===== src/rvCorePkg.sv =====
package rvCorePkg;

    typedef logic [31:0] wordT;
    typedef logic [4:0]  regAddrT;
    typedef logic [2:0]  aluCtrlT;
    typedef logic [1:0]  aluOpT;
    typedef logic [2:0]  immSrcT;
    typedef logic [1:0]  resultSrcT;
    typedef logic [2:0]  cmpFlagsT;

    localparam aluCtrlT aluAdd  = 3'd0;
    localparam aluCtrlT aluSub  = 3'd1;
    localparam aluCtrlT aluAnd  = 3'd2;
    localparam aluCtrlT aluOr   = 3'd3;
    localparam aluCtrlT aluXor  = 3'd4;
    localparam aluCtrlT aluSlt  = 3'd5;
    localparam aluCtrlT aluSltu = 3'd6;

    localparam aluOpT aluOpAdd   = 2'b00; // Address calc
    localparam aluOpT aluOpSub   = 2'b01; // Branch compare
    localparam aluOpT aluOpFunct = 2'b10;

    localparam immSrcT immI = 3'd0;
    localparam immSrcT immS = 3'd1;
    localparam immSrcT immB = 3'd2;
    localparam immSrcT immJ = 3'd3;

    localparam resultSrcT resAlu = 2'd0;
    localparam resultSrcT resMem = 2'd1;
    localparam resultSrcT resPc4 = 2'd2;

    // Bit positions in cmpFlagsT
    localparam int cmpEqBit  = 0;
    localparam int cmpLtBit  = 1;
    localparam int cmpLtuBit = 2;

    localparam int memWordsLp = 64;

endpackage


===== src/dataMem.sv =====
module dataMem import rvCorePkg::*; (
    input  logic clk,
    input  logic rstN,
    input  logic wrEn,
    input  wordT addr,
    input  wordT wrData,
    output wordT rdData
);

    localparam int idxBits = $clog2(memWordsLp);

    wordT                 mem [memWordsLp];
    logic [idxBits-1:0]   wordIdx;

    assign wordIdx = addr[idxBits+1:2]; // Byte offset dropped

    always_ff @(posedge clk or negedge rstN) begin
        if (!rstN) begin
            for (int i = 0; i < memWordsLp; i++) begin
                mem[i] <= '0;
            end
        end else if (wrEn) begin
            mem[wordIdx] <= wrData;
        end
    end

    assign rdData = mem[wordIdx];

endmodule


===== config.mk =====
export PLATFORM = sky130hd
export DESIGN_NAME = dataMem
export DESIGN_NICKNAME = d
export VERILOG_FILES = /design/src/rvCorePkg.sv /design/src/dataMem.sv
export SDC_FILE = /design/constraint.sdc
export NUM_CORES = 2
export LEC_CHECK = 0
export ABC_AREA = 1
export ABC_CLOCK_PERIOD_IN_PS = 4000
export BUFFER_PORTS_ARGS = -buffer_cell sky130_fd_sc_hd__buf_2
export CORE_UTILIZATION = 45
export CTS_CLUSTER_SIZE = 30
export DETAILED_ROUTE_END_ITERATION = 10
export PLACE_DENSITY = 0.58
export SLEW_MARGIN = 20
export SYNTH_ARGS = -nofsm -noshare
export SYNTH_HDL_FRONTEND = slang
export SYNTH_SLANG_ARGS = --single-unit

===== constraint.sdc =====
create_clock -name clk -period 4 [get_ports clk]
set_clock_uncertainty 0.1 [all_clocks]
set_input_delay 0.8 -clock clk [delete_from_list [all_inputs] [get_ports clk]]
set_output_delay 0.8 -clock clk [all_outputs]
set_load 0.05 [all_outputs]

==> impl_metrics.ini <==
[run_status]
status = finished clean

[timing]
layout_setup_ws_ns = 0.0262
timing.final.crit_period_ns = 3.97
tightest_slew_ns = 1.18
slew_viol_final = 0
hold_violations = 0
rsz0062_at_grt = true
setup_viol = 0
max_freq_mhz = 252
slew_headroom_pct = 21.3
holdWs_ns = 0.168
fin_crit_sh_pct = 99.3

[final_layout]
layout-drive-gt1-share_pct = 7.65
final_core_util_pct = 51.8
final_cells = 15900
largest_reg_flops = 2048
syn2layout_area_growth_pct = 14.4
top_regs = mem: 2048 flops
regMostFlops = mem
nets = 12900
fin_area_sq_um = 110000

[power_and_ir_drop]
swShare_pct = 28.9
clockPowerShare_pct = 37.2
ir_worst_vdd_v = 0.000459
intPower_uw = 39500
power_density_nw_per_um2 = 507
p_leak_uw = 0.0565
p_sw_uw = 16100
p_seq_share_pct = 46.2
pwr-share-comb_pct = 16.6

[synthesis]
syn_area_sq_um = 95900
synth.yosys.seq_area_share_pct = 53.4
syn_avg_cell_area_sq_um = 7.31
yosys_most_used_dff = dfrtp_1
synth.area.top_cells = dfrtp_1 53%, nand2_1 26%, o21ai_0 7.0%
synth_top_area_share_pct = 53.4
synth_compound_area_share_pct = 11.6
synth_xor_xnor_area_share_pct = 0
synth_top_area_cell = dfrtp_1
synth.most_common_cell = nand2_1
synthMuxAreaShare_pct = 0
synth_top_family_by_area = simple AND/OR/NAND/NOR gates
synth_common_cells = 6,714 x nand2_1, 2,048 x dfrtp_1, 1,342 x o21ai_0, 873 x nor2_1, 856 x clkbuf_1
ys_ff_latch = 2048
syn_nets = 13200
synth_fa_ha_area_share_pct = 0
synth_enable_flop_cells = 0
synth_cell_type_count = 20
syn_inst = 13100
synthArstFlopShare_pct = 100
ys_warn_count = 0
synth-simple-area-share_pct = 30.0

[global_routing]
grt_pass1_wl_um = 497000
antenna_found_initial = 21
grt_max_degree = 119
grt_pass1_vias = 79600
gr-total-overflow = 0
track_usage_pct = 30.1

[placement]
dp_cells = 15500
hpwl_um = 202000
pre_cts_slack_ns = -0.00268
place_congestion = 0.889
placed_area_sq_um = 102000
port_buffers = 72

[drt]
wl_per_cell_um = 20.5
firstDrtPassIters = 8
ant_nets = 0
drcViolationCount = 0
via_count = 84300
routed_wl_um = 325000
drtIter0Drc = 8285
viasPerCell = 5.30

[clock_tree]
cts_sinks = 2048
clockBufferDepth = 3
path_clk_slew_ns = 0.06
cts_tree = yes
numCtsBuffers = 219
cts-root-buf = clkbuf_16
clk_latency_ns = 0.88
htreeDepth = 4

[floorplanning]
die_h_um = 464
start_util_pct = 45.3
dieWidth_um = 464
io_pins = 99
row_count = 169
dieArea_sq_um = 215000
core-area_sq_um = 212000

[worst_setup_path]
criticalPathCategory = primary input to output port
crit_arrival_ns = 3.07
end_kind = output port
cp.required_ns = 3.10
critPathLaunchType = primary input
crit_fanout = 26

[min_path]
holdCritPathClass = primary input to flip-flop

[run]
max_cap_viol_count = 0
[placed cells by master (no fill, tap or decap), drive strengths merged, types with 16 or more instances in the layout]
| master | instances |
|---|---|
| inv | 241 |
| clkbuf | 329 |
| diode | 16 |
| buf | 530 |
| nor2 | 890 |
| dfrtp | 2048 |
| o21ai | 1429 |
| a21oi | 785 |
| clkinv | 39 |
| nand2 | 6714 |
[power by group through the flow]
stage	clock network (uW)	logic, uW	registers [uW]
detailed placement	0	9190	26000
finish	20700	9230	25700
floorplan	0	6020	25600
global placement	0	8970	25900
global route	21900	10500	26100
CTS	21000	9240	25700
[what timing repair did]
action | in CTS | in global routing
hold buffers | 1 | 0
gates cloned | 0 | 1
endpoints found under the setup margin | 2 | 16
gates resized for setup | 1 | 8
endpoints found under the hold margin | 68 | 0
setup buffers | 0 | 0
[cell type report]
| cell class | count | area (sq um) |
|---|---|---|
| fillers | 20500 | 102000 |
| flip-flops and latches | 2048 | 51200 |
| multi-input cells | 9847 | 40200 |
| repair buffers | 532 | 6530 |
| clock buffers | 328 | 6470 |
| well taps | 2821 | 3530 |
| inverters | 232 | 898 |
| clock inverters | 65 | 802 |
| diodes | 16 | 40.0 |
[logic make-up after synthesis]
logic type	Yosys count
AOI/OAI and AO/OA	2219
DFF	2048
and+or+nand+nor	7628
buffers and inverters	1234
[layer usage]
| metal | global-route usage [%] | part of all wire [%] | up-vias |
|---|---|---|---|
| met3 | 5.04 | 7.1 | 544 |
| met1 | 41.5 | 44 | 40500 |
| met4 | 10.6 | 3.6 | 2 |
| li1 | - | - | 40400 |
| met2 | 48.0 | 46 | 2838 |
| met5 | 0 | 0.0022 | - |
[worst max-delay path, cell delays in order]
cell and delay, ns:
buf_8 0.15, inv_12 0.26, buf_4 0.42, nand2_1 0.10, nand2_1 0.08, nand2_1 0.05
nand2_1 0.08, nand2_1 0.05, nand2_1 0.14, nand2_1 0.07, nand2_1 0.14, nor2_1 0.07
buf_4 0.14, nand2_1 0.15, buf_4 0.17, buf_12 0.13
[metrics by stage]
stage / power [uW] / TNS, ns
floorplan: 31600 / 0
global placement: 34900 / -0.0164
detailed placement: 35200 / -0.00268
CTS: 55900 / 0
global route: 58500 / -0.00503
finish: 55600 / 0
[path summary, 6_finish.rpt]
| check | start | to | slack (ns) | cells after the start |
|---|---|---|---|---|
| min in group asynchronous | rstN | mem[293]$_DFFE_PN0P_ | 0.35 | 2 |
| max in group asynchronous | rstN | mem[1377]$_DFFE_PN0P_ | 1.90 | 4 |
| max reg2reg | mem[430]$_DFFE_PN0P_ | mem[430]$_DFFE_PN0P_ | 3.16 | 2 |
| max | addr[2] | rdData[30] | 0.03 | 16 |
| min | wrData[27] | mem[2043]$_DFFE_PN0P_ | 0.17 | 3 |
| min reg2reg | mem[1707]$_DFFE_PN0P_ | mem[1707]$_DFFE_PN0P_ | 0.38 | 2 |
Power figures use the tool's default switching activity.
