$ cat config.mk
export PLATFORM = sky130hd
export DESIGN_NAME = regFile
export DESIGN_NICKNAME = d
export VERILOG_FILES = /design/src/rvCorePkg.sv /design/src/regFile.sv
export SDC_FILE = /design/constraint.sdc
export NUM_CORES = 2
export LEC_CHECK = 0
export BUFFER_PORTS_ARGS = -buffer_cell sky130_fd_sc_hd__buf_2
export CORE_ASPECT_RATIO = 1.1
export CORE_MARGIN = 8
export CORE_UTILIZATION = 39
export DETAILED_ROUTE_END_ITERATION = 6
export GPL_TIMING_DRIVEN = 0
export HOLD_SLACK_MARGIN = 0.06
export PLACE_DENSITY_LB_ADDON = 0.3
export SYNTH_ARGS = -nofsm -noshare
export SYNTH_HDL_FRONTEND = slang
export SYNTH_SLANG_ARGS = --single-unit
$ cat constraint.sdc
create_clock -name clk -period 2.6 [get_ports clk]
set_clock_uncertainty 0.15 [all_clocks]
set_input_delay 0.26 -clock clk [delete_from_list [all_inputs] [get_ports clk]]
set_output_delay 0.26 -clock clk [all_outputs]
set_load 0.02 [all_outputs]
$ cat src/rvCorePkg.sv
package rvCorePkg;

    typedef logic [31:0] wordT;
    typedef logic [4:0]  regAddrT;
    typedef logic [2:0]  aluCtrlT;
    typedef logic [1:0]  aluOpT;
    typedef logic [2:0]  immSrcT;
    typedef logic [1:0]  resultSrcT;
    typedef logic [2:0]  cmpFlagsT;

    localparam aluCtrlT aluAdd  = 3'd0;
    localparam aluCtrlT aluSub  = 3'd1;
    localparam aluCtrlT aluAnd  = 3'd2;
    localparam aluCtrlT aluOr   = 3'd3;
    localparam aluCtrlT aluXor  = 3'd4;
    localparam aluCtrlT aluSlt  = 3'd5;
    localparam aluCtrlT aluSltu = 3'd6;

    localparam aluOpT aluOpAdd   = 2'b00; // Address calc
    localparam aluOpT aluOpSub   = 2'b01; // Branch compare
    localparam aluOpT aluOpFunct = 2'b10;

    localparam immSrcT immI = 3'd0;
    localparam immSrcT immS = 3'd1;
    localparam immSrcT immB = 3'd2;
    localparam immSrcT immJ = 3'd3;

    localparam resultSrcT resAlu = 2'd0;
    localparam resultSrcT resMem = 2'd1;
    localparam resultSrcT resPc4 = 2'd2;

    // Bit positions in cmpFlagsT
    localparam int cmpEqBit  = 0;
    localparam int cmpLtBit  = 1;
    localparam int cmpLtuBit = 2;

    localparam int memWordsLp = 64;

endpackage

$ cat src/regFile.sv
module regFile import rvCorePkg::*; (
    input  logic    clk,
    input  logic    rstN,
    input  regAddrT rs1,
    input  regAddrT rs2,
    input  regAddrT rd,
    input  logic    wrEn,
    input  wordT    wrData,
    output wordT    rd1,
    output wordT    rd2
);

    wordT regs [32];

    always_ff @(posedge clk or negedge rstN) begin
        if (!rstN) begin
            for (int i = 0; i < 32; i++) begin
                regs[i] <= '0;
            end
        end else if (wrEn && rd != '0) begin // x0 never written
            regs[rd] <= wrData;
        end
    end

    assign rd1 = (rs1 == '0) ? '0 : regs[rs1];
    assign rd2 = (rs2 == '0) ? '0 : regs[rs2];

endmodule

==> impl_metrics.ini <==
[run_status]
outcome = finished, violations left
violations = negative hold slack, negative setup slack

[setup_path]
critical_path_buf_inv_count = 3
crit_family = buffers and inverters
crit_chain = buf_2 -> nand2b_1 -> clkbuf_2 -> o21ai_2 -> a311oi_4 -> buf_6
cp-start-kind = input port
crit_required_ns = 2.19
slowest_stage = a311oi_4
worstPathArrival_ns = 2.59
path_class = input port to output pin
path_max_fanout = 10
r2r_slack_ns = 1.54
max_stage_delay_ns = 0.58
worst_setup_path_end_kind = output pin

[pwr]
p_total_mw = 48.8
leakage_nw = 27.3
power_density_mw_per_mm2 = 755
vdd_drop_max_uv = 670

[synth]
synth_area_leader_cell = dfrtp_1
synthArstFlopShare_pct = 100
synth.area.top_cells = dfrtp_1, mux2_2, mux4_2
syn_area_per_cell_um2 = 15.0
syn_nets = 3671
yosysTopAreaCellShare_pct = 47.1
syn_area_mm2 = 0.0544
ys_ff_latch = 1024
syn_inst = 3621
yosysUniqueCellTypes = 35
synth_warnings = 0
synthFlopType = dfrtp_1
ys_seq_area_share_pct = 47.1
synth_edf_count = 0

[clock_network]
clock-sinks = 1024
cts_root_buffer = clkbuf_16
clkTransAtPathRegs_ns = 0.06
ctsHoldBuffers = 36
h-tree-depth = 3
cts_made_buffers = 108
cts_tree = yes
cts.path.max_buffers = 3
clk_latency_ns = 0.72

[cells_and_area]
fillers = 12000
drive_gt1_share_pct = 59.6
largest_register = regs
area_growth_pct = 18.9
fin_util_pct = 46.8
fin_area_mm2 = 0.0647
ff_latch_area_mm2 = 0.0256
fin_nets = 3938
largest_reg_flops = 1024
reg_top3 = regs: 1024 flops
multiInputGateArea_mm2 = 0.0291

[sta]
finalHoldViolCount = 143
relSlewSlack_pct = 3.31
slew_viol_final = 0
final-setup-viol-count = 120
period_needed_ns = 3.00
rsz0062_at_grt = yes
holdWs_ns = -0.601
tightest_slew_ns = 1.45
max_freq_mhz = 333
layout_setup_ws_ns = -0.401
min_period_over_period_pct = 115

[floorplanning]
pin_count = 114
fp.dieW_um = 372
dieHeight_um = 408
die_area_mm2 = 0.152
rows = 143
core_area_mm2 = 0.138
start_util_pct = 39.3

[routing]
first_pass_iters = 6
wl_mm = 215
drt_iter0_drc = 4341
wl_per_cell_um = 37.2
drcViolationCount = 0
ant_nets = 0
vias_per_cell = 6.55
via_count = 37900

[global_routing]
grt_use_met1_pct = 35.1
use_met2_pct = 41.3
grt_pass1_wl_mm = 301
gr-usage-met3_pct = 8.59
grt_max_degree = 162
grt_pass1_vias = 38811
grt-busiest-layer = met2
grt_usage_pct = 27.9
antenna_found_initial = 4
grt_overflow_total = 0

[placed_design]
io_buffers = 103
gp_congestion = 0.920
dp_worst_setup_slack_ns = -1.91
placed_cell_area_mm2 = 0.0574
dpl.hpwl_mm = 145

[job]
cap_violations = 0

[hold_path]
worstHoldPathType = input port to asynchronous set/reset pin
-- worst register-to-register path, cell delays in order (launching register included) --
cell,delay (ns)
dfrtp_1,0.41
buf_4,0.15
mux2_2,0.25
-- cell families after synthesis --
| logic type | count (synthesis) | share of synthesized area [%] |
|---|---|---|
| compound gates | 366 | 4.84 |
| buf+inv | 434 | 3.63 |
| flops | 1024 | 47.1 |
| mux | 1632 | 42.8 |
| simple gates | 165 | 1.61 |
-- through the flow --
step | setup TNS, ns | hold WS (ns) | std cells
after floorplan | 0 | -0.186 | 3621
after global placement | - | 0.306 | 5536
after detailed placement | -321.60 | 0.206 | 5544
after CTS | -17.04 | -0.561 | 5775
after global routing | -16.38 | -0.508 | 5781
final | -17.62 | -0.601 | 5783
-- cell usage after synthesis, drive strengths merged, types with 2 or more instances --
library cell,count
a211oi,64
a221oi,46
a22oi,64
a311oi,64
and2,2
buf,207
clkbuf,225
dfrtp,1024
inv,2
mux2,1056
mux2i,128
mux4,448
nand2,49
nand2b,5
nand4b,3
nor2,19
nor2b,71
nor3,3
nor3b,2
o2111ai,18
o21ai,110
or2,2
or3,3
or4,2
-- cells in the final DEF (no fill, tap or decap), drive strengths merged, types with 46 or more instances in the layout --
cell type / count
a211oi: 64
a221oi: 46
a22oi: 64
a311oi: 64
buf: 336
clkbuf: 375
dfrtp: 1024
mux2: 1056
mux2i: 128
mux4: 448
nand2: 49
nor2b: 71
o21ai: 110
-- per-layer routing --
| metal | vias up | wire, um |
|---|---|---|
| li1 | 14561 | - |
| met1 | 20374 | 80000 |
| met2 | 2267 | 95600 |
| met3 | 698 | 22500 |
| met4 | 0 | 16800 |
| met5 | - | 0 |
-- final cells by class --
| type | count | area share [%] |
|---|---|---|
| repair buffers | 160 | 2.29 |
| well taps | 1812 | 3.51 |
| clock inverters | 33 | 0.677 |
| diodes | 2 | 0.00774 |
| multi-input cells | 2163 | 45.0 |
| flip-flops and latches | 1024 | 39.6 |
| plain buffers | 429 | 3.99 |
| inverters | 2 | 0.0116 |
| clock buffers | 158 | 4.87 |
-- timing repair --
| action | CTS | global route |
|---|---|---|
| resized for setup | 683 | 183 |
| setup endpoints to repair | 64 | 420 |
| cloned | 0 | 1 |
| pin swaps | 109 | 46 |
| buffers inserted | 7 | 5 |
| endpoints found under the hold margin | 223 | 140 |
-- path summary, 6_finish.rpt --
kind	endpoint	depth (start not counted)	start
setup / recovery	rd1[11]	6	rs1[4]
hold / removal	regs[60]$_DFFE_PN0P_	1	rstN
setup reg to reg	regs[645]$_DFFE_PN0P_	2	regs[645]$_DFFE_PN0P_
hold reg to reg	regs[1019]$_DFFE_PN0P_	1	regs[1019]$_DFFE_PN0P_
max in group asynchronous	regs[870]$_DFFE_PN0P_	4	rstN
min in group clk	regs[224]$_DFFE_PN0P_	4	rd[1]
-- power by group --
group	internal, mW	switching (mW)
registers	19.0	2.25
clock network	9.25	6.89
logic	6.26	5.16
Power figures use the tool's default switching activity.
