### src/rvCorePkg.sv
package rvCorePkg;

    typedef logic [31:0] wordT;
    typedef logic [4:0]  regAddrT;
    typedef logic [2:0]  aluCtrlT;
    typedef logic [1:0]  aluOpT;
    typedef logic [2:0]  immSrcT;
    typedef logic [1:0]  resultSrcT;
    typedef logic [2:0]  cmpFlagsT;

    localparam aluCtrlT aluAdd  = 3'd0;
    localparam aluCtrlT aluSub  = 3'd1;
    localparam aluCtrlT aluAnd  = 3'd2;
    localparam aluCtrlT aluOr   = 3'd3;
    localparam aluCtrlT aluXor  = 3'd4;
    localparam aluCtrlT aluSlt  = 3'd5;
    localparam aluCtrlT aluSltu = 3'd6;

    localparam aluOpT aluOpAdd   = 2'b00; // Address calc
    localparam aluOpT aluOpSub   = 2'b01; // Branch compare
    localparam aluOpT aluOpFunct = 2'b10;

    localparam immSrcT immI = 3'd0;
    localparam immSrcT immS = 3'd1;
    localparam immSrcT immB = 3'd2;
    localparam immSrcT immJ = 3'd3;

    localparam resultSrcT resAlu = 2'd0;
    localparam resultSrcT resMem = 2'd1;
    localparam resultSrcT resPc4 = 2'd2;

    // Bit positions in cmpFlagsT
    localparam int cmpEqBit  = 0;
    localparam int cmpLtBit  = 1;
    localparam int cmpLtuBit = 2;

    localparam int memWordsLp = 64;

endpackage

### src/alu.sv
module alu import rvCorePkg::*; (
    input  wordT     srcA,
    input  wordT     srcB,
    input  aluCtrlT  aluCtrl,
    output wordT     result,
    output cmpFlagsT cmpFlags
);

    logic isEq;
    logic isLt;
    logic isLtu;

    assign isEq  = (srcA == srcB);
    assign isLt  = ($signed(srcA) < $signed(srcB));
    assign isLtu = (srcA < srcB);

    always_comb begin
        cmpFlags            = '0;
        cmpFlags[cmpEqBit]  = isEq;
        cmpFlags[cmpLtBit]  = isLt;
        cmpFlags[cmpLtuBit] = isLtu;
    end

    always_comb begin
        case (aluCtrl)
            aluAdd:  result = srcA + srcB;
            aluSub:  result = srcA - srcB;
            aluAnd:  result = srcA & srcB;
            aluOr:   result = srcA | srcB;
            aluXor:  result = srcA ^ srcB;
            aluSlt:  result = {31'b0, isLt};
            aluSltu: result = {31'b0, isLtu};
            default: result = '0;
        endcase
    end

endmodule

### config.mk
export PLATFORM = sky130hd
export DESIGN_NAME = alu
export DESIGN_NICKNAME = d
export VERILOG_FILES = /design/src/rvCorePkg.sv /design/src/alu.sv
export SDC_FILE = /design/constraint.sdc
export NUM_CORES = 1
export LEC_CHECK = 0
export BUFFER_PORTS_ARGS = -buffer_cell sky130_fd_sc_hd__buf_2
export CAP_MARGIN = 40
export CELL_PAD_IN_SITES_DETAIL_PLACEMENT = 0
export CELL_PAD_IN_SITES_GLOBAL_PLACEMENT = 1
export CORE_ASPECT_RATIO = 0.75
export CORE_MARGIN = 2
export CORE_UTILIZATION = 45
export DETAILED_ROUTE_END_ITERATION = 10
export GPL_TIMING_DRIVEN = 0
export PLACE_DENSITY_LB_ADDON = 0.25
export SYNTH_ARGS = -nofsm -noshare
export SYNTH_HDL_FRONTEND = slang
export SYNTH_SLANG_ARGS = --single-unit
### constraint.sdc
create_clock -name vclk -period 9.8
set_input_delay 0.98 -clock vclk [all_inputs]
set_output_delay 0.98 -clock vclk [all_outputs]
set_load 0.01 [all_outputs]
==> run_results.csv, run 1 <==
group,metric,value,unit
drt,top_layer,"met4",
cells_and_area,clkbuf_count,0,
cells_and_area,flops_and_latches,0,
global_routing,grt_pass1_vias,5930,
global_routing,grt_start_max_net_pins,11,
timing,setup_violations,0,
setup_path,path_cells,"buf_2 -> inv_1 -> ha_1 -> fa_1 -> nor2_1 -> o221ai_2 -> a21oi_1 -> nor2_1 -> o31ai_1 -> a21oi_1 -> o21ai_0 -> a21oi_1 -> xnor2_1 -> a221o_1 -> buf_2",
min_path,hold_path_class,"in2out",
power,p_leak,3.06,nW
floorplan,die_x,133,um
timing,period_share,54.5,%
cts,cts_resized,0,
min_path,holdCritStartpoint,"srcB[8]",
timing,tns,0,ns
floorplan,fp-row-count,35,
min_path,hold_path_depth,5,
global_routing,overflow,0,
setup_path,cpMaxStageDelayCell,"o31ai_1",
timing,worst_pin_slew,0.854,ns
drt,vias,6602,
setup_path,critPathMaxStageDelay,0.56,ns
floorplan,io_pins,102,
drt,drt-met1-wl,9680,um
timing,timing.final.hold_violations,0,
run_status,status,"complete, no violations",
setup_path,cp.arrival,4.36,ns
cells_and_area,nets,1131,
global_routing,antenna_found_initial,0,
cells_and_area,final_cell_mix,"108 x buf_2, 105 x ha_1, 99 x inv_1, 98 x nor2_1, 92 x a21oi_1",
logic_synthesis,yosys_warnings,0,
timing,report.final.slew_viol_count,0,
logic_synthesis,syn_nets,1030,
logic_synthesis,avgSynthCellArea,6.51,um^2
logic_synthesis,ys_types,83,
cts,postCtsSetupBuffers,0,
setup_path,worstSetupStartpointType,"primary input",
cells_and_area,register_area,0,um^2
setup_path,endpoint_kind,"output port",
timing,post-route-min-period,5.34,ns
drt,drt.antenna.violating_nets,0,
setup_path,path_max_fanout,3,
global_routing,grt_pass1_wl,31900,um
floorplan,die_h,100,um
placement,post_dp_cell_area,6280,um^2
timing,rsz0062_at_grt,"false",
logic_synthesis,yosysTopAreaCell,"ha_1",
drt,dr_wl_met3,1820,um
power,power_density,63.0,nW/um^2
drt,viasPerCell,5.89,
cells_and_area,final_common_cell,"buf_2",
timing,max_freq,187,MHz
setup_path,crit_required,8.82,ns
cells_and_area,drive_above_1_share,15.6,%
logic_synthesis,synth_area_leaders,"ha_1 24%, a21oi_1 8.3%, inv_1 6.7%",
floorplan,start_util,45.8,%
drt,wl_per_cell,17.9,um
flow_run,maxCapViolations,0,
cells_and_area,final_cells,1121,
floorplan,dieArea,13300,um^2
placement,hpwl,15900,um
drt,wl_met2,8310,um
global_routing,track_usage,29.4,%
setup_path,crit_top_cell,"a21oi_1",
setup_path,worstSetupPathType,"in2out",
drt,drc,0,
logic_synthesis,synthesis.area,5580,um^2
logic_synthesis,synth_top_cell_area_share,23.6,%
cells_and_area,antennaDiodeCount,0,
logic_synthesis,postSynthCellCount,856,
power,ir_worst_vdd,0.0000244,V
cells_and_area,design_area,6280,um^2
timing,max_slew_margin,42.9,%
logic_synthesis,seq_area_frac_synth,0,%
cells_and_area,area_delta_synth_final,12.6,%
placement,pre_cts_ws,4.49,ns
placement,port_buffers,99,
placement,routabilityCongestion,0.937,
floorplan,core-area,12200,um^2
placement,placed_cells,1121,
timing,worst_slack,4.46,ns
drt,firstDrtPassIters,6,
drt,wirelength,20100,um
min_path,whs_endpoint,"result[8]",
cts,postCtsHoldBufs,0,
drt,first_iter_violations,699,
[report_power, final]
group / total [mW] / internal (mW) / switching (mW)
logic: 0.396 / 0.148 / 0.247
registers: 0 / 0 / 0
clock network: 0 / 0 / 0
total: 0.396 / 0.148 / 0.247
[metal layers]
metal  vias up  track usage, %
met5         -               0
met4         0            3.14
met3        21            2.63
met2       322            46.4
met1      3032            44.5
li1       3227               -
[cell type report]
cell class / instances / area, um^2
plain buffers: 53 / 236
fillers: 1331 / 5900
inverters: 104 / 390
multi-input cells: 699 / 4950
well taps: 166 / 208
repair buffers: 99 / 495
[through the flow]
stage / util, % / hold slack (ns) / power [mW]
final: 51.6 / 2.55 / 0.396
after global routing: 51.6 / 2.61 / 0.433
after CTS: 51.6 / 2.55 / 0.387
after detailed placement: 51.6 / 2.55 / 0.385
after global placement: 51.6 / 2.55 / 0.385
after floorplan: - / 2.29 / 0.271
[worst max-delay path: cells and delay by family]
kind,cells,cell delay (ns)
AO/OA/AOI/OAI,7,1.98
adder cells (fa/ha/maj),2,0.65
XOR/XNOR,1,0.14
buffers and inverters,3,0.31
AND/OR/NAND/NOR,2,0.31
[logic make-up (layout without fill, tap and decap cells)]
kind of cell,count (synthesis),after routing,share of synthesized area (%)
buf+inv,157,256,11.2
xor+xnor,19,19,2.98
simple gates,253,253,20.0
fa+ha+maj,107,107,24.3
mux,13,13,2.63
compound gates,307,307,38.9
[how the worst max path moves through the flow]
stage	from	end	slack, ns	cells past startpoint
after CTS	srcA[0]	result[24]	4.48	15
after global routing	srcA[0]	result[24]	4.29	15
after floorplan	srcA[0]	result[24]	5.09	13
final	srcA[0]	result[24]	4.46	15
after detailed placement	srcA[0]	result[24]	4.49	15
after global placement	srcA[0]	result[24]	4.47	15
[cells in the mapped netlist, types with 4 or more instances]
master and number:
a211oi_1 8, a21o_1 11, a21oi_1 92, a21oi_2 4, a31oi_1 7, a32oi_1 4
and3_1 7, buf_2 9, clkbuf_1 37, ha_1 105, inv_1 99, mux2i_1 9
nand2_1 77, nand2b_1 6, nand3_1 20, nor2_1 98, nor3_1 19, nor4_1 5
o211ai_1 18, o21ai_0 59, o21ai_1 4, o21ai_2 5, o21bai_1 15, o221ai_1 4
o22ai_1 12, o31ai_1 7, o32a_1 8, xnor2_1 18
Note: power is estimated with default switching activity, not from simulation.
==> run 2: changes to the inputs <==
--- a/config.mk
+++ b/config.mk
@@ -5,13 +5,14 @@
 export SDC_FILE = /design/constraint.sdc
 export NUM_CORES = 1
 export LEC_CHECK = 0
+export ABC_AREA = 1
 export BUFFER_PORTS_ARGS = -buffer_cell sky130_fd_sc_hd__buf_2
 export CAP_MARGIN = 40
 export CELL_PAD_IN_SITES_DETAIL_PLACEMENT = 0
 export CELL_PAD_IN_SITES_GLOBAL_PLACEMENT = 1
 export CORE_ASPECT_RATIO = 0.75
 export CORE_MARGIN = 2
-export CORE_UTILIZATION = 45
+export CORE_UTILIZATION = 36
 export DETAILED_ROUTE_END_ITERATION = 10
 export GPL_TIMING_DRIVEN = 0
 export PLACE_DENSITY_LB_ADDON = 0.25
==> constraint.sdc (replaced) <==
create_clock -name vclk -period 4.55
set_input_delay 0.455 -clock vclk [all_inputs]
set_output_delay 0.455 -clock vclk [all_outputs]
set_load 0.01 [all_outputs]
==> run_results.csv, run 2 <==
group,metric,value,unit
run_status,status,"complete, no violations",
min_path,hold_path_class,"in2out",
logic_synthesis,ys_types,36,
timing,setup_violations,0,
logic_synthesis,synthesis.area,6570,um^2
power,power_density,121,nW/um^2
timing,worst_pin_slew,0.889,ns
power,p_leak,4.76,nW
cells_and_area,fin_util,41.5,%
flow_run,maxCapViolations,0,
floorplan,die_h,121,um
power,pwr-share-comb,100.0,%
logic_synthesis,avgSynthCellArea,4.98,um^2
logic_synthesis,seq_area_frac_synth,0,%
floorplan,dieArea,19300,um^2
power,switchingPower,0.614,mW
setup_path,crit_path_start,"srcA[0]",
cts,postCtsSetupBuffers,0,
timing,worst_slack,1.42,ns
placement,hpwl,22700,um
cells_and_area,antennaDiodeCount,0,
global_routing,grt_start_max_net_pins,11,
cells_and_area,design_area,7380,um^2
power,swShare,68.9,%
logic_synthesis,yosys-top-cells-count,"446 x nand2_1, 302 x inv_1, 113 x nand3_1, 109 x nor2_1, 105 x ha_1",
timing,report.final.slew_viol_count,0,
setup_path,critPathMaxStageDelay,0.42,ns
cells_and_area,register_area,0,um^2
setup_path,path_buf_inv,5,
cells_and_area,final_common_cell,"nand2_1",
floorplan,io_pins,102,
timing,rsz0062_at_grt,"false",
floorplan,core-area,17800,um^2
setup_path,worstSetupStartpointType,"primary input",
setup_path,crit_top_cell,"nand2_1",
drt,drc,0,
setup_path,endpoint_kind,"output port",
placement,placed_cells,1662,
drt,vias,8218,
timing,timing.final.hold_violations,0,
logic_synthesis,synth_most_common_cell,"nand2_1",
drt,viasPerCell,4.94,
placement,port_buffers,102,
cells_and_area,area_delta_synth_final,12.4,%
setup_path,cpMaxStageDelayCell,"fa_1",
cells_and_area,flops_and_latches,0,
cells_and_area,final_cells,1662,
placement,pre_cts_ws,1.48,ns
drt,wirelength,26700,um
setup_path,cp.arrival,2.67,ns
logic_synthesis,synth_top_cell_area_share,25.5,%
drt,firstDrtPassIters,6,
timing,period_share,68.7,%
global_routing,grt_pass1_vias,7428,
cells_and_area,drive_above_1_share,11.9,%
placement,routabilityCongestion,0.936,
cells_and_area,final_cell_mix,"446 x nand2_1, 302 x inv_1, 126 x buf_2, 113 x nand3_1, 109 x nor2_1",
drt,wl_per_cell,16.1,um
logic_synthesis,synth_area_leaders,"nand2_1 26%, ha_1 20%, inv_1 17%",
power,p_clk_share,0,%
cells_and_area,nets,1596,
power,cellInternalPower,0.277,mW
timing,max_freq,320,MHz
power,ir_worst_vdd,0.0000673,V
cts,postCtsHoldBufs,0,
setup_path,critPathTopFamily,"simple AND/OR/NAND/NOR gates",
placement,post_dp_cell_area,7380,um^2
setup_path,crit_required,4.09,ns
global_routing,antenna_found_initial,1,
logic_synthesis,yosys_warnings,0,
cells_and_area,clkbuf_count,0,
setup_path,path_cells,"buf_2 -> inv_1 -> ha_1 -> fa_1 -> inv_1 -> nand2_1 -> nand3_1 -> nand2_1 -> nand2_1 -> nand2_1 -> nand2_2 -> nand2_2 -> nand2_2 -> nand2_1 -> and2_1 -> buf_4 -> buf_2",
setup_path,path_max_fanout,4,
global_routing,overflow,0,
min_path,holdCritStartpoint,"aluCtrl[1]",
logic_synthesis,yosysTopAreaCell,"nand2_1",
logic_synthesis,postSynthCellCount,1318,
power,seq_power_share,0,%
logic_synthesis,syn_nets,1492,
floorplan,start_util,37.0,%
timing,holdWs,1.37,ns
drt,drt.antenna.violating_nets,0,
drt,first_iter_violations,791,
global_routing,track_usage,27.2,%
floorplan,die_x,160,um
global_routing,grt_pass1_wl,40800,um
timing,tns,0,ns
setup_path,worstSetupPathType,"in2out",
power,p_total,0.890,mW
timing,post-route-min-period,3.13,ns
timing,max_slew_margin,40.7,%
floorplan,fp-row-count,42,
cts,cts_resized,0,
## run 2: changes by cell type in the layout (fill, tap and decap cells not counted), sizes merged, moves of 9 or more
cell	change
nand2	+376
inv	+209
nand3	+96
o21ai	-36
clkbuf	-33
a21oi	-29
buf	+22
o211ai	-18
xnor2	-18
nor2	+17
a21o	-11
o31ai	-10
mux2i	-9
o32a	-9
## run 2: power groups by stage
stage,Combinational [mW],Clock (mW),Sequential [mW]
floorplan,0.566,0,0
global placement,0.864,0,0
detailed placement,0.867,0,0
CTS,0.871,0,0
global route,0.991,0,0
finish,0.890,0,0
## run 2: final timing paths
path,end,slack [ns],cells past startpoint
hold / removal,result[0],1.37,5
setup / recovery,cmpFlags[1],1.42,17
## run 2: final cells by class
class	count	area [um^2]
tap	242	303
fill	2137	10400
timing repair buffer	102	510
inverter	312	1170
buffer	39	224
multi-input combinational	967	5170
## run 2: logic make-up after synthesis
group                    count (synthesis)  share of synthesized area (%)
AND/OR/NAND/NOR                        714                           45.3
AO/OA/AOI/OAI                          145                           12.7
XOR/XNOR                                 1                          0.133
adder cells (fa/ha/maj)                107                           20.6
buffers and inverters                  351                           21.3
## run 2: routing by layer
| metal | share of wire [%] | routed length (um) | GRT usage [%] |
|---|---|---|---|
| met4 | 1.1 | 289 | 2.82 |
| met5 | 0.049 | 13 | 0 |
| met3 | 11 | 2820 | 4.31 |
| met1 | 52 | 13900 | 43.4 |
| met2 | 36 | 9720 | 38.5 |
## run 2: tightest hold or removal path: cells and delay by family
family | cells | cell delay [ns]
buf+inv | 2 | 0.27
simple gates | 3 | 0.18
