<file path="src/rvCorePkg.sv">
package rvCorePkg;

    typedef logic [31:0] wordT;
    typedef logic [4:0]  regAddrT;
    typedef logic [2:0]  aluCtrlT;
    typedef logic [1:0]  aluOpT;
    typedef logic [2:0]  immSrcT;
    typedef logic [1:0]  resultSrcT;
    typedef logic [2:0]  cmpFlagsT;

    localparam aluCtrlT aluAdd  = 3'd0;
    localparam aluCtrlT aluSub  = 3'd1;
    localparam aluCtrlT aluAnd  = 3'd2;
    localparam aluCtrlT aluOr   = 3'd3;
    localparam aluCtrlT aluXor  = 3'd4;
    localparam aluCtrlT aluSlt  = 3'd5;
    localparam aluCtrlT aluSltu = 3'd6;

    localparam aluOpT aluOpAdd   = 2'b00; // Address calc
    localparam aluOpT aluOpSub   = 2'b01; // Branch compare
    localparam aluOpT aluOpFunct = 2'b10;

    localparam immSrcT immI = 3'd0;
    localparam immSrcT immS = 3'd1;
    localparam immSrcT immB = 3'd2;
    localparam immSrcT immJ = 3'd3;

    localparam resultSrcT resAlu = 2'd0;
    localparam resultSrcT resMem = 2'd1;
    localparam resultSrcT resPc4 = 2'd2;

    // Bit positions in cmpFlagsT
    localparam int cmpEqBit  = 0;
    localparam int cmpLtBit  = 1;
    localparam int cmpLtuBit = 2;

    localparam int memWordsLp = 64;

endpackage

</file>
<file path="src/immExtend.sv">
module immExtend import rvCorePkg::*; (
    input  wordT   instr,
    input  immSrcT immSrc,
    output wordT   imm
);

    always_comb begin
        case (immSrc)
            immI: imm = {{20{instr[31]}}, instr[31:20]};
            immS: imm = {{20{instr[31]}}, instr[31:25], instr[11:7]};
            immB: begin
                imm = {{19{instr[31]}}, instr[31], instr[7], instr[30:25],
                       instr[11:8], 1'b0};
            end
            immJ: begin
                imm = {{11{instr[31]}}, instr[31], instr[19:12], instr[20],
                       instr[30:21], 1'b0};
            end
            default: imm = '0;
        endcase
    end

endmodule

</file>
<file path="config.mk">
export PLATFORM = sky130hd
export DESIGN_NAME = immExtend
export DESIGN_NICKNAME = d
export VERILOG_FILES = /design/src/rvCorePkg.sv /design/src/immExtend.sv
export SDC_FILE = /design/constraint.sdc
export NUM_CORES = 1
export LEC_CHECK = 0
export BUFFER_PORTS_ARGS = -buffer_cell sky130_fd_sc_hd__buf_2
export CAP_MARGIN = 25
export CORE_MARGIN = 2
export CORE_UTILIZATION = 26
export DETAILED_ROUTE_END_ITERATION = 8
export PLACE_DENSITY = 0.8
export SYNTH_ARGS = -nofsm -noshare
export SYNTH_HDL_FRONTEND = slang
export SYNTH_SLANG_ARGS = --single-unit
</file>
<file path="constraint.sdc">
create_clock -name vclk -period 1.3
set_input_delay 0.26 -clock vclk [all_inputs]
set_output_delay 0.26 -clock vclk [all_outputs]
set_load 0.02 [all_outputs]
</file>
==> flow_summary.ini, run 1 <==
[outcome]
outcome = finished clean

[routing]
viasPerCell = 4.50
dr_total_vias = 549
drtIter0Drc = 8
drtAntennaViolNets = 0
routed_wl_mm = 1.23
route.detailed.drc = 0
drtPass1Iterations = 3
avgRoutedWirePerCell_microns = 10.1

[final_layout]
nets = 143
area_growth_pct = 71.8
n_antenna_cell = 0
register_area_sq_um = 0
nClkBuffers = 0
seq_cells = 0
drive_gt1_share_pct = 65.1
final_util_pct = 46.2

[place]
gp_congestion = 0.691
io_buffers = 60
dpl_worst_slack_ps = -94.3
dpl.hpwl_microns = 995

[power]
p_total_mw = 0.295
vdd_drop_max_mv = 0.197
netSwitchingFraction_pct = 56.3
powerDensity_nw_per_um2 = 434
leakage_nw = 0.407
switchingPower_mw = 0.166
combPwrFrac_pct = 100.0
p_int_mw = 0.129
clkPwrFrac_pct = 0
pwr-share-seq_pct = 0

[floorplanning]
ios = 67
rows = 14
core_sq_um = 1470
die_h_microns = 43.0
die_area_sq_um = 1850
die_w_microns = 43.0
start_util_pct = 26.9

[global_route]
grt.overflow.total = 0
grtUsageTotal_pct = 12.2
grt_max_degree = 26
grt_antenna_before_repair = 0
first_global_vias = 460
grt_pass1_wl_mm = 1.84

[timing]
finalCriticalPeriod_ps = 1280
grt_setup_unrepaired = yes
fin_crit_sh_pct = 98.5
hold_viol_final = 0
tns_ps = 0
setup_violations = 0
tightest_slew_ps = 232
maxSlewViolCount = 0
max_freq_mhz = 781
max_slew_margin_pct = 84.6
finalWorstSetupSlack_ps = 18.9

[synthesis]
synth_top_area_share_pct = 20.9
syn_inst = 58
ys_types = 13
yosysMostFrequentCell = buf_4
synthesis.nets = 93
syn-cell-area_sq_um = 395
ys_warn_count = 0
yosys-top-cells-area = buf_4 21%, mux2i_1 15%, nand2b_1 13%
yosys.area.top_type = buf_4
synth.avg_cell_area_sq_um = 6.82
synth_common_cells = 11 x buf_4, 8 x a21oi_1, 8 x nand2b_1, 8 x nand3_1, 7 x nor2b_1
synth-seq-area-share_pct = 0

[worst_setup_path]
worstSetupStartpointType = primary input
path_class = in -> out
cp_max_fo = 5
endpoint_kind = output pin
cp.required_ps = 1040
critPathArrivalTime_ps = 1020

[clock_tree]
post-cts-setup-buffers = 0

[job]
drv_cap = 0

[hold_path]
hold_class = in -> out
routing by layer:
metal | routed length, microns | track usage [%]
met5 | 0 | 0
met4 | 22 | 1.82
met3 | 122 | 0.851
met2 | 634 | 24.5
met1 | 454 | 13.9
cells by family after synthesis:
group,Yosys count,share of synthesized area (%)
xor+xnor,1,4.12
mux,6,15.2
simple gates,25,36.1
buf+inv,16,28.8
compound gates,10,15.8
repair_timing:
| action | 4_1_cts | 5_1_grt |
|---|---|---|
| setup endpoints to repair | 4 | 4 |
| gates resized for setup | 4 | 5 |
| hold buffers | 0 | 0 |
| pin swaps | 1 | 1 |
area by class of cell:
type                       count  area (sq um)
multi-input combinational     42           305
tap                           16          20.0
timing repair buffer          64           354
fill                         170           792
critical path, stage by stage:
cell and delay [ps]:
buf_12 110, xnor2_4 240, mux2i_1 230, buf_2 180
worst paths after layout:
kind / startpoint / endpoint / slack, ps / depth (start not counted)
max: immSrc[1] / imm[2] / 20 / 4
min: instr[30] / imm[10] / 860 / 3
power by group through the flow:
stage / logic (mW) / registers [mW] / clock network (mW)
after floorplan: 0.196 / 0 / 0
after global placement: 0.276 / 0 / 0
after detailed placement: 0.282 / 0 / 0
after CTS: 0.291 / 0 / 0
after global routing: 0.315 / 0 / 0
final: 0.295 / 0 / 0
layout by cell type (no fill, tap or decap):
master    count
nand3_1       8
buf_12        1
a21bo_2       1
nor2_1        1
buf_2        57
mux2i_1       6
nor2b_4       1
nand2b_1      8
xnor2_4       1
buf_4         5
buf_6         1
a21oi_1       8
nor3_2        1
nor2b_1       6
a211oi_2      1
stage by stage:
step                hold slack (ps)  cell area, sq um  cells
floorplan                       672               408     58
global placement                855               644    122
global route                    872               679    122
detailed placement              855               644    122
finish                          855               679    122
CTS                             855               664    122
No activity file was read; power rests on OpenSTA's default activity.
==> inputs of run 2 (changes only) <==
--- a/config.mk
+++ b/config.mk
@@ -11,4 +11,5 @@
 export CORE_UTILIZATION = 26
 export DETAILED_ROUTE_END_ITERATION = 8
+export MAX_ROUTING_LAYER = met4
 export PLACE_DENSITY = 0.8
 export SYNTH_ARGS = -nofsm -noshare
==> constraint.sdc (replaced) <==
create_clock -name vclk -period 1.3
set_input_delay 0.325 -clock vclk [all_inputs]
set_output_delay 0.325 -clock vclk [all_outputs]
set_load 0.02 [all_outputs]
==> flow_summary.ini, run 2 (synthesized netlist as in run 1, its figures left out) <==
[place]
dpl.hpwl_mm = 1.02
dp.cells = 126
io_buffers = 60
gp_congestion = 0.625
placed_area_sq_um = 719

[global_route]
use_met3_pct = 0.426
first_global_vias = 503
grt.busiest_layer = met2
grt_antenna_before_repair = 0
grt_pass1_wl_mm = 2.08
grtUsageTotal_pct = 14.3
grt.met1_usage_pct = 15.6
grt.overflow.total = 0
met2_usage_pct = 29.7
grt_max_degree = 21

[routing]
viasPerCell = 4.59
drtIter0Drc = 4
route.detailed.drc = 0
drtAntennaViolNets = 0
avgRoutedWirePerCell_microns = 11.4
dr_total_vias = 587
routed_wl_mm = 1.46
drtPass1Iterations = 2

[power]
vdd_drop_max_mv = 0.216
netSwitchingFraction_pct = 50.5
switchingPower_mw = 0.193
p_int_mw = 0.190
clkPwrFrac_pct = 0
leakage_nw = 0.456
powerDensity_nw_per_um2 = 433
pwr-share-seq_pct = 0
combPwrFrac_pct = 100.0

[hold_path]
hp-start = instr[28]
hold_class = in -> out
whs_path_depth = 3

[final_layout]
drive_gt1_share_pct = 78.6
final_cell_mix = 39 x buf_2, 22 x buf_4, 8 x nand3_1, 8 x a21oi_2, 8 x nand2b_1
multi_input_area_sq_um = 389
nClkBuffers = 0
nFillCells = 134
nets = 149
seq_cells = 0
fin_area_sq_um = 885
finalNonFillerCells = 128
n_antenna_cell = 0
mostFrequentLayoutCell = buf_2
area_growth_pct = 124
register_area_sq_um = 0

[worst_setup_path]
cp.required_ps = 980
cpPeakStageDelay_ps = 260
critPathLaunch = immSrc[1]
worstSetupStartpointType = primary input
crit_chain = buf_8, xnor2_4, mux2i_2, buf_4
critPathArrivalTime_ps = 1120
path_class = in -> out
path_depth = 4
endpoint_kind = output pin
cp_top_family = buffers and inverters
slowest_stage = xnor2_4
crit_buf_inv = 2
cp_max_fo = 4

[timing]
finalCriticalPeriod_ps = 1440
whs_ps = 987
hold_viol_final = 0
max_freq_mhz = 693
fin_crit_sh_pct = 111
maxSlewViolCount = 0
finalWorstSetupSlack_ps = -143
setup_violations = 14
max_slew_margin_pct = 82.3
tightest_slew_ps = 266
grt_setup_unrepaired = yes

[floorplanning]
die_h_microns = 43.0
die_w_microns = 43.0
rows = 14
die_area_sq_um = 1850
core_sq_um = 1470
ios = 67
start_util_pct = 26.9

[outcome]
violations = negative setup slack
outcome = finished with violations

[job]
drv_cap = 0

[clock_tree]
ctsHoldBuffers = 0
run 2: routing by layer:
metal	part of all wire [%]	wire, microns	vias to the layer above
met4	0	0	0
met5	0	0	-
li1	-	-	294
met2	60	869	20
met3	5.7	83	0
met1	35	505	273
run 2: final timing paths:
check	endpoint	slack (ps)
worst max-delay path	imm[4]	-140
worst min-delay path	imm[8]	990
run 2: repair_timing:
item                                    in CTS  in global routing
setup buffers                                0                  1
resized for setup                           35                  9
endpoints found under the setup margin      32                 26
pin swaps                                    3                  3
endpoints found under the hold margin        0                  0
gates cloned                                 0                  1
run 2: worst min-delay path, cell delays in order:
cell,delay [ps]
buf_2,70
nor2b_1,100
buf_2,160
run 2: layout make-up:
type | count | area share [%]
Multi-Input combinational cell | 43 | 44.0
Tap cell | 16 | 2.26
Timing Repair Buffer | 69 | 53.7
run 2: metrics by stage:
step           util (%)  setup slack (ps)  TNS (ps)  power, mW
2_1_floorplan         -             -47.7      -407      0.213
3_3_place_gp       48.9              -187     -2830      0.309
3_5_place_dp       48.9              -203     -3220      0.315
4_1_cts            56.8              -143     -1570      0.365
5_1_grt            60.1              -190     -2000      0.404
6_report           60.1              -143     -1560      0.383
run 2: power groups by stage:
stage	Clock, mW	Combinational (mW)	Sequential (mW)
after global routing	0	0.404	0
after global placement	0	0.309	0
after floorplan	0	0.213	0
after detailed placement	0	0.315	0
final	0	0.383	0
after CTS	0	0.365	0
==> inputs of run 3 (changes only) <==
CORE_MARGIN = unset   (was 2)
SETUP_SLACK_MARGIN = 0.4   (was unset)
==> flow_summary.ini, run 3 (synthesized netlist as in run 1, its figures left out) <==
[timing]
finalWorstSetupSlack_ps = -136
grt_setup_unrepaired = yes
maxSlewViolCount = 0
hold_viol_final = 0
max_slew_margin_pct = 82.4
fin_crit_sh_pct = 110
tightest_slew_ps = 265
setup_violations = 14
tns_ps = -1120
max_freq_mhz = 696
finalCriticalPeriod_ps = 1440
whs_ps = 931

[global_route]
grt_max_degree = 10
grt_pass1_wl_mm = 2.30
grt.overflow.total = 0
first_global_vias = 549
grtUsageTotal_pct = 20.6
grt_antenna_before_repair = 0

[place]
dp.cells = 123
dpl.hpwl_microns = 976
gp_congestion = 0.628
io_buffers = 60

[worst_setup_path]
crit_buf_inv = 2
cp_max_fo = 5
critPathArrivalTime_ps = 1110
endpoint_kind = output pin
worstSetupStartpointType = primary input
crit_chain = buf_12, xnor2_4, mux2i_2, buf_4
cpPeakStageDelay_ps = 260
cp.required_ps = 980
cp_top_family = buffers and inverters
slowest_stage = xnor2_4
path_class = in -> out

[floorplanning]
die_area_sq_um = 1680
rows = 13
die_w_microns = 41.0
core_sq_um = 1350
ios = 67
start_util_pct = 29.3
die_h_microns = 41.0

[final_layout]
register_area_sq_um = 0
finalNonFillerCells = 130
mostFrequentLayoutCell = buf_6
area_growth_pct = 197
seq_cells = 0
n_antenna_cell = 0
final_cell_mix = 28 x buf_6, 24 x buf_2, 14 x buf_4
nets = 152
drive_gt1_share_pct = 83.5
nClkBuffers = 0
nFillCells = 76

[power]
vdd_drop_max_mv = 0.263
powerDensity_nw_per_um2 = 422
switchingPower_mw = 0.232
combPwrFrac_pct = 100.0
netSwitchingFraction_pct = 46.9
leakage_nw = 0.535
p_int_mw = 0.263
pwr-share-seq_pct = 0
clkPwrFrac_pct = 0

[hold_path]
whs_path_depth = 3
hp-start = immSrc[2]
worst_hold_path.endpoint = imm[11]
hold_class = in -> out

[routing]
drtAntennaViolNets = 0
drtPass1Iterations = 2
dr_total_vias = 628
route.detailed.drc = 0
routed_wl_mm = 1.84
viasPerCell = 4.83
drtIter0Drc = 1
avgRoutedWirePerCell_microns = 14.1

[job]
drv_cap = 0

[outcome]
violations = negative setup slack
outcome = finished with violations

[clock_tree]
ctsHoldBuffers = 0
==> run 3: cell count changes in the layout (fill, tap and decap cells not counted), sizes merged <==
cell  previous run  this run
buf             69        72
==> run 3: how the worst max path moves through the flow <==
stage	startpoint	to	slack (ps)	cells past startpoint
2_1_floorplan	immSrc[2]	imm[21]	20	3
5_1_grt	immSrc[0]	imm[1]	-180	4
3_5_place_dp	immSrc[0]	imm[2]	-240	4
4_1_cts	immSrc[0]	imm[2]	-130	4
3_3_place_gp	immSrc[0]	imm[3]	-230	4
6_report	immSrc[0]	imm[1]	-140	4
==> run 3: final cells by class <==
type               count  area, sq um  share of cell area [%]
repair buffers        72          663                    56.4
multi-input cells     43          493                    42.0
well taps             15         18.8                    1.60
==> run 3: tightest hold or removal path, stage by stage <==
cell	delay, ps
buf_16	110
a211oi_4	40
buf_6	120
==> run 3: what timing repair did <==
| item | CTS | global route |
|---|---|---|
| endpoints found under the setup margin | 32 | 32 |
| cloned | 2 | 0 |
| pin swaps | 5 | 0 |
| setup buffers | 5 | 0 |
| resized for setup | 77 | 9 |
| endpoints found under the hold margin | 0 | 0 |
==> run 3: power by group through the flow <==
| stage | clock, mW | sequential [mW] | combinational (mW) |
|---|---|---|---|
| 4_1_cts | 0 | 0 | 0.474 |
| 3_5_place_dp | 0 | 0 | 0.350 |
| 2_1_floorplan | 0 | 0 | 0.264 |
| 6_report | 0 | 0 | 0.495 |
| 5_1_grt | 0 | 0 | 0.521 |
| 3_3_place_gp | 0 | 0 | 0.344 |
==> run 3: stage by stage <==
stage	total power [mW]	setup WS (ps)	util, %	instance area (sq um)
after global routing	0.521	-178	87.0	1170
after global placement	0.344	-230	59.8	807
final	0.495	-136	87.0	1170
after floorplan	0.264	22.2	-	577
after CTS	0.474	-131	84.2	1140
after detailed placement	0.350	-244	59.8	807
==> run 3: per-layer routing <==
layer / global-route usage, % / vias to the layer above / share of wire, % / routed length, microns
li1: - / 301 / - / -
met1: 22.9 / 296 / 32 / 580
met2: 42.2 / 31 / 62 / 1140
met3: 0 / 0 / 6.3 / 116
met4: 0 / 0 / 0 / 0
met5: - / - / 0 / 0
